### src/hdl/axi_lite_pkg.sv
package axi_lite_pkg;

	// Bus widths, fixed for this register block
	localparam int AXI_ADDR_W = 64;
	localparam int AXI_DATA_W = 64;
	localparam int AXI_STRB_W = AXI_DATA_W / 8;
	localparam int WORD_IDX_W = 8;

	// Byte offset bits inside one 64-bit word
	localparam int ADDR_LSB = 3;

	typedef logic [AXI_ADDR_W-1:0] axi_addr_t;
	typedef logic [AXI_DATA_W-1:0] axi_data_t;
	typedef logic [AXI_STRB_W-1:0] axi_strb_t;

	// Register word index, address without byte offset
	typedef logic [WORD_IDX_W-1:0] word_idx_t;

	// AXI response codes
	typedef enum logic [1:0]
	{
		OKAY   = 2'b00,
		EXOKAY = 2'b01,
		SLVERR = 2'b10,
		DECERR = 2'b11
	} axi_resp_t;

	// Write request from the slave to the register file
	typedef struct packed
	{
		logic      valid;
		word_idx_t idx;
		axi_data_t data;
		axi_strb_t strb;
	} reg_wr_t;

endpackage

### src/hdl/axi4_lite_slave.sv
`timescale 1ns/1ps

module axi4_lite_slave
	import axi_lite_pkg::*;
(
	input  logic      S_AXI_ACLK,
	input  logic      S_AXI_ARESETN,

	// Write address channel
	input  axi_addr_t S_AXI_AWADDR,
	input  logic [2:0] S_AXI_AWPROT,
	input  logic      S_AXI_AWVALID,
	output logic      S_AXI_AWREADY,

	// Write data channel
	input  axi_data_t S_AXI_WDATA,
	input  axi_strb_t S_AXI_WSTRB,
	input  logic      S_AXI_WVALID,
	output logic      S_AXI_WREADY,

	// Write response channel
	output axi_resp_t S_AXI_BRESP,
	output logic      S_AXI_BVALID,
	input  logic      S_AXI_BREADY,

	// Read address channel
	input  axi_addr_t S_AXI_ARADDR,
	input  logic [2:0] S_AXI_ARPROT,
	input  logic      S_AXI_ARVALID,
	output logic      S_AXI_ARREADY,

	// Read data channel
	output axi_data_t S_AXI_RDATA,
	output axi_resp_t S_AXI_RRESP,
	output logic      S_AXI_RVALID,
	input  logic      S_AXI_RREADY,

	// Register file side
	input  axi_data_t rd_data,
	output reg_wr_t   reg_wr,
	output word_idx_t rd_idx
);

	// Handshake flags
	logic awready_q;
	logic wready_q;
	logic aw_en_q;
	logic bvalid_q;
	logic arready_q;
	logic rvalid_q;

	// Set and clear terms of each flag
	logic awready_set;
	logic awready_rst;
	logic wready_set;
	logic wready_rst;
	logic aw_en_set;
	logic aw_en_rst;
	logic bvalid_set;
	logic bvalid_rst;
	logic arready_set;
	logic arready_rst;
	logic rvalid_set;
	logic rvalid_rst;

	logic wr_fire;
	logic rd_fire;

	// Captured word indices and read data
	word_idx_t aw_idx_q;
	word_idx_t ar_idx_q;
	axi_data_t rdata_q;

	// Set wins over clear, otherwise hold
	function automatic logic sr_next(input logic q, input logic set, input logic rst);
		if (set)
		begin
			return 1'b1;
		end
		else if (rst)
		begin
			return 1'b0;
		end
		return q;
	endfunction

	// Write accept needs both channels and no response in flight
	assign awready_set = ~awready_q & S_AXI_AWVALID & S_AXI_WVALID & aw_en_q;
	assign awready_rst = awready_q;
	assign wready_set  = ~wready_q & S_AXI_WVALID & S_AXI_AWVALID & aw_en_q;
	assign wready_rst  = wready_q;

	// Write enable is released once the B handshake completes
	assign aw_en_set = bvalid_q & S_AXI_BREADY;
	assign aw_en_rst = awready_set;

	assign wr_fire = awready_q & S_AXI_AWVALID & wready_q & S_AXI_WVALID;

	assign bvalid_set = wr_fire & ~bvalid_q;
	assign bvalid_rst = bvalid_q & S_AXI_BREADY;

	// No new read address while a read response waits
	assign arready_set = ~arready_q & S_AXI_ARVALID & ~rvalid_q;
	assign arready_rst = arready_q;

	assign rd_fire = arready_q & S_AXI_ARVALID & ~rvalid_q;

	assign rvalid_set = rd_fire;
	assign rvalid_rst = rvalid_q & S_AXI_RREADY;

	always_ff @(posedge S_AXI_ACLK)
	begin
		if (!S_AXI_ARESETN)
		begin
			awready_q <= 1'b0;
			wready_q  <= 1'b0;
			aw_en_q   <= 1'b1;
			bvalid_q  <= 1'b0;
			arready_q <= 1'b0;
			rvalid_q  <= 1'b0;
		end
		else
		begin
			awready_q <= sr_next(awready_q, awready_set, awready_rst);
			wready_q  <= sr_next(wready_q, wready_set, wready_rst);
			aw_en_q   <= sr_next(aw_en_q, aw_en_set, aw_en_rst);
			bvalid_q  <= sr_next(bvalid_q, bvalid_set, bvalid_rst);
			arready_q <= sr_next(arready_q, arready_set, arready_rst);
			rvalid_q  <= sr_next(rvalid_q, rvalid_set, rvalid_rst);
		end
	end

	// Address capture, byte offset dropped
	always_ff @(posedge S_AXI_ACLK)
	begin
		if (awready_set)
		begin
			aw_idx_q <= word_idx_t'(S_AXI_AWADDR >> ADDR_LSB);
		end
		if (arready_set)
		begin
			ar_idx_q <= word_idx_t'(S_AXI_ARADDR >> ADDR_LSB);
		end
	end

	// Read data is registered in the accept cycle and held with RVALID
	always_ff @(posedge S_AXI_ACLK)
	begin
		if (!S_AXI_ARESETN)
		begin
			rdata_q <= '0;
		end
		else if (rd_fire)
		begin
			rdata_q <= rd_data;
		end
	end

	// Write request to the register file, live for the accept cycle only
	always_comb
	begin
		reg_wr.valid = wr_fire;
		reg_wr.idx   = aw_idx_q;
		reg_wr.data  = S_AXI_WDATA;
		reg_wr.strb  = S_AXI_WSTRB;
	end

	assign rd_idx = ar_idx_q;

	assign S_AXI_AWREADY = awready_q;
	assign S_AXI_WREADY  = wready_q;
	assign S_AXI_BVALID  = bvalid_q;
	assign S_AXI_BRESP   = OKAY;

	assign S_AXI_ARREADY = arready_q;
	assign S_AXI_RVALID  = rvalid_q;
	assign S_AXI_RDATA   = rdata_q;
	assign S_AXI_RRESP   = OKAY;

	// AWPROT and ARPROT have no meaning for this block

endmodule

### src/hdl/slv_regs.sv
`timescale 1ns/1ps

module slv_regs
	import axi_lite_pkg::*;
#(
	parameter int REG_COUNT = 4
)
(
	input  logic      S_AXI_ACLK,
	input  logic      S_AXI_ARESETN,
	input  reg_wr_t   reg_wr,
	input  word_idx_t rd_idx,
	output axi_data_t rd_data
);

	// Index bits that select a register
	localparam int SEL_W = (REG_COUNT > 1) ? $clog2(REG_COUNT) : 1;

	axi_data_t regs [REG_COUNT];

	logic [SEL_W-1:0] wr_sel;
	logic [SEL_W-1:0] rd_sel;
	logic             wr_hit;
	logic             rd_hit;
	axi_data_t        wr_mask;

	// Expand byte strobes to a bit mask
	function automatic axi_data_t strb_to_mask(input axi_strb_t strb);
		axi_data_t mask;
		mask = '0;
		for (int b = 0; b < AXI_STRB_W; b++)
		begin
			if (strb[b])
			begin
				mask[b*8 +: 8] = 8'hff;
			end
		end
		return mask;
	endfunction

	// Indices at or above REG_COUNT hit nothing
	assign wr_hit = reg_wr.valid && (int'(reg_wr.idx) < REG_COUNT);
	assign rd_hit = int'(rd_idx) < REG_COUNT;

	assign wr_sel  = reg_wr.idx[SEL_W-1:0];
	assign rd_sel  = rd_idx[SEL_W-1:0];
	assign wr_mask = strb_to_mask(reg_wr.strb);

	always_ff @(posedge S_AXI_ACLK)
	begin
		if (!S_AXI_ARESETN)
		begin
			for (int r = 0; r < REG_COUNT; r++)
			begin
				regs[r] <= '0;
			end
		end
		else if (wr_hit)
		begin
			// Byte merge, unstrobed bytes keep their value
			regs[wr_sel] <= (regs[wr_sel] & ~wr_mask) | (reg_wr.data & wr_mask);
		end
	end

	// Combinational read decode
	always_comb
	begin
		if (rd_hit)
		begin
			rd_data = regs[rd_sel];
		end
		else
		begin
			rd_data = '0;
		end
	end

endmodule

### src/hdl/axi_lite_reg_top.sv
`timescale 1ns/1ps

module axi_lite_reg_top
	import axi_lite_pkg::*;
#(
	parameter int REG_COUNT = 4
)
(
	input  logic      S_AXI_ACLK,
	input  logic      S_AXI_ARESETN,

	input  axi_addr_t S_AXI_AWADDR,
	input  logic [2:0] S_AXI_AWPROT,
	input  logic      S_AXI_AWVALID,
	output logic      S_AXI_AWREADY,

	input  axi_data_t S_AXI_WDATA,
	input  axi_strb_t S_AXI_WSTRB,
	input  logic      S_AXI_WVALID,
	output logic      S_AXI_WREADY,

	output axi_resp_t S_AXI_BRESP,
	output logic      S_AXI_BVALID,
	input  logic      S_AXI_BREADY,

	input  axi_addr_t S_AXI_ARADDR,
	input  logic [2:0] S_AXI_ARPROT,
	input  logic      S_AXI_ARVALID,
	output logic      S_AXI_ARREADY,

	output axi_data_t S_AXI_RDATA,
	output axi_resp_t S_AXI_RRESP,
	output logic      S_AXI_RVALID,
	input  logic      S_AXI_RREADY
);

	// Slave to register file
	reg_wr_t   reg_wr;
	word_idx_t rd_idx;
	axi_data_t rd_data;

	axi4_lite_slave u_slave
	(
		.S_AXI_ACLK    (S_AXI_ACLK),
		.S_AXI_ARESETN (S_AXI_ARESETN),
		.S_AXI_AWADDR  (S_AXI_AWADDR),
		.S_AXI_AWPROT  (S_AXI_AWPROT),
		.S_AXI_AWVALID (S_AXI_AWVALID),
		.S_AXI_AWREADY (S_AXI_AWREADY),
		.S_AXI_WDATA   (S_AXI_WDATA),
		.S_AXI_WSTRB   (S_AXI_WSTRB),
		.S_AXI_WVALID  (S_AXI_WVALID),
		.S_AXI_WREADY  (S_AXI_WREADY),
		.S_AXI_BRESP   (S_AXI_BRESP),
		.S_AXI_BVALID  (S_AXI_BVALID),
		.S_AXI_BREADY  (S_AXI_BREADY),
		.S_AXI_ARADDR  (S_AXI_ARADDR),
		.S_AXI_ARPROT  (S_AXI_ARPROT),
		.S_AXI_ARVALID (S_AXI_ARVALID),
		.S_AXI_ARREADY (S_AXI_ARREADY),
		.S_AXI_RDATA   (S_AXI_RDATA),
		.S_AXI_RRESP   (S_AXI_RRESP),
		.S_AXI_RVALID  (S_AXI_RVALID),
		.S_AXI_RREADY  (S_AXI_RREADY),
		.rd_data       (rd_data),
		.reg_wr        (reg_wr),
		.rd_idx        (rd_idx)
	);

	slv_regs #(
		.REG_COUNT (REG_COUNT)
	) u_regs
	(
		.S_AXI_ACLK    (S_AXI_ACLK),
		.S_AXI_ARESETN (S_AXI_ARESETN),
		.reg_wr        (reg_wr),
		.rd_idx        (rd_idx),
		.rd_data       (rd_data)
	);

endmodule

### config.mk
export PLATFORM = sky130hd
export DESIGN_NAME = axi_lite_reg_top
export DESIGN_NICKNAME = d
export VERILOG_FILES = /design/src/hdl/axi_lite_pkg.sv /design/src/hdl/axi4_lite_slave.sv /design/src/hdl/slv_regs.sv /design/src/hdl/axi_lite_reg_top.sv
export SDC_FILE = /design/constraint.sdc
export NUM_CORES = 1
export LEC_CHECK = 0
export ABC_AREA = 1
export BUFFER_PORTS_ARGS = -buffer_cell sky130_fd_sc_hd__buf_2
export CORE_UTILIZATION = 52
export DETAILED_ROUTE_END_ITERATION = 12
export GPL_TIMING_DRIVEN = 1
export PLACE_DENSITY = 0.77
export SLEW_MARGIN = 25
export SYNTH_ARGS = -nofsm -noshare
export SYNTH_HDL_FRONTEND = slang
export SYNTH_SLANG_ARGS = --single-unit
### constraint.sdc
create_clock -name S_AXI_ACLK -period 3.2 [get_ports S_AXI_ACLK]
set_input_delay 0.64 -clock S_AXI_ACLK [delete_from_list [all_inputs] [get_ports S_AXI_ACLK]]
set_output_delay 0.64 -clock S_AXI_ACLK [all_outputs]
set_load 0.01 [all_outputs]
==> run summary <==
outcome - completed
min-delay src - S_AXI_ARADDR[7]
Port Buffers - 163
setup violators final - 0
nets - 2715
drt via density - 5.28
Fillers - 2926
Hold-fix buffers, CTS - 0
NetSw - 0.00272 W
dpl cells - 2917
sequential area share after synthesis - 52.3%
dominant cell type by area after synthesis - edfxtp_1
Layout Cells excl Fill - 2987
Via Count - 15759
Internal - 0.00837 W
Worst Path Arrival - 2350 ps
Core Area - 34700 um^2
RD Place Congestion - 0.782
initial antenna violation count - 0
Post-DP HPWL - 26.5 mm
H-tree depth - 2
Final Max Tran Viols - 0
Setup WS pre-CTS - 632 ps
top post-synthesis cells by count - nor2_1 (646), nand2_1 (597), inv_1 (274)
critical-path maximum fanout - 64
fraction of registers with async set/reset - 0%
critical path class - register to register
Tot Pwr - 0.0111 W
library cells used by synthesis - 23
RSZ-0062 raised after global routing - false
multi-input logic area - 7150 um^2
Detail Route Antenna Nets - 0
# diodes - 0
worst r2r src - u_slave.S_AXI_AWREADY$_SDFFE_PN0P_
Syn-to-layout area delta - 13.7%
first-pass GRT wire length - 76.2 mm
pin count of the biggest net entering global routing - 129
Pre-antenna DRT Iters - 6
FF+latch area - 9660 um^2
CTS root buffer - clkbuf_16
Area contributors post-synth - edfxtp_1 (44%), nor2_1 (13%), nand2_1 (12%)
worst hold path type - input pin to register
crit end category - register
Worst-path clk slew - 60 ps
Hold Violations, Final - 0
clk sinks - 346
layout cell share with drive strength beyond 1 - 17.5%
# IOs - 286
post_cts resized - 0
vias in the first global route - 15560
Yosys reg bits - 346
Starting Density - 53.2%
nature of the critical path startpoint - register
relative slew slack - 34.5%
WL per Instance - 16.1 um
Final Cycle Share - 66.5%
Sequential Power Share - 45.7%
area of the die - 36300 um^2
GRT overflow - 0
Switching Share - 24.5%
Peak VDD IR - 0.394 mV
postcts setup bufs - 0
Max-cap violations - 0
YS warnings - 0
min cycle time layout - 2130 ps
post-route DRC violation count - 0
WL final - 48.0 mm
setup TNS - 0 ps
Critical Path Source - u_slave.S_AXI_AWREADY$_SDFFE_PN0P_
Final WS setup - 1070 ps
count leader, synth - nor2_1
clock group share of total power - 42.8%
clock insertion delay at the later pin of the skew report - 530 ps
combinational fraction of design power - 11.5%
Req. time, crit path - 3430 ps
Die W - 190 um
CTS tree - yes
Synth Cell Area - 18500 um^2
die height - 190 um
number of DRC markers in iteration 0 - 1272
CTS Buf Count - 38
Power per Cell Area - 528 nW/um^2
FMAX - 0.470 GHz
synthesized instance count - 2409
Avg Synthesized Cell Area - 7.66 um^2
EDFF count, synth - 272
Worst-Margin Slew - 983 ps
CTS max path bufs - 3
ys flop type - edfxtp_1
GRT Util Overall - 26.8%
area share of the largest cell type after synthesis - 44.3%
worst clock skew - 15.2 ps
leak pwr - 9.43 nW
Core Rows - 68
cells in the final DEF (no fill, tap or decap), types with 49 or more instances in the layout:
cell        n
nor2_1    645
nand2_1   592
inv_1     272
edfxtp_1  272
buf_2     163
nand3_1   145
or2_2     126
dfxtp_1    70
a21oi_1    66
nand3_2    49
power by group through the flow:
stage / clock [W] / sequential, W / combinational, W
floorplan: 0 / 0.00511 / 0.000926
global placement: 0 / 0.00514 / 0.00122
detailed placement: 0 / 0.00515 / 0.00125
CTS: 0.00480 / 0.00506 / 0.00127
global route: 0.00499 / 0.00508 / 0.00142
finish: 0.00475 / 0.00506 / 0.00128
per-layer routing:
layer | vias up | routed length [um] | track usage, %
li1 | 7605 | - | -
met4 | 0 | 1280 | 10.8
met5 | - | 0 | 0
met1 | 7389 | 19200 | 33.3
met2 | 678 | 23700 | 47.2
met3 | 87 | 3720 | 2.96
critical path, stage by stage, from the launching register on:
cell	delay [ps]
dfxtp_1	330
nand2_1	80
inv_1	40
nand2_1	160
nor2_1	130
nand4_1	150
buf_4	800
nor2_1	140
stage by stage:
stage	area [um^2]	hold slack, ps	utilization [%]
3_5_place_dp	19600	421	56.5
2_1_floorplan	18500	412	-
6_report	21000	290	60.5
3_3_place_gp	19600	419	56.5
4_1_cts	21000	277	60.5
5_1_grt	21000	271	60.5
final timing paths:
path                                                          to  slack, ps  cells after the start
worst min-delay path                 u_slave.rd_idx[4]$_DFFE_PP_        290                      1
worst min register to register                          register        430                      2
worst max-delay path            u_regs.regs[1][37]$_SDFFCE_PN0P_       1070                      7
worst max register to register  u_regs.regs[1][37]$_SDFFCE_PN0P_       1070                      7
cell type report:
class,count,share of cell area (%)
flip-flops and latches,346,46.0
clock buffers,54,5.41
inverters,275,4.92
multi-input cells,1647,34.1
clock inverters,16,1.22
repair buffers,194,5.65
well taps,455,2.71
registers in the layout (all words and copies together) (netlist names), named ones only:
| signal | cells |
|---|---|
| u_regs.regs | 256 |
| u_slave.S_AXI_ARREADY | 1 |
| u_slave.S_AXI_AWREADY | 1 |
| u_slave.S_AXI_BVALID | 1 |
| u_slave.S_AXI_RDATA | 64 |
| u_slave.S_AXI_RVALID | 1 |
| u_slave.S_AXI_WREADY | 1 |
| u_slave.aw_en_q | 1 |
| u_slave.aw_idx_q | 8 |
| u_slave.rd_idx | 8 |
cells by family (layout without fill, tap and decap cells):
logic type | Yosys count | count (layout) | share of synthesized area [%]
and+or+nand+nor | 1572 | 1572 | 36.5
buffers and inverters | 419 | 539 | 9.27
DFF | 346 | 346 | 52.3
AOI/OAI and AO/OA | 71 | 71 | 1.94
other | 1 | 4 | 0.0203
Note: power is estimated with default switching activity, not from simulation.
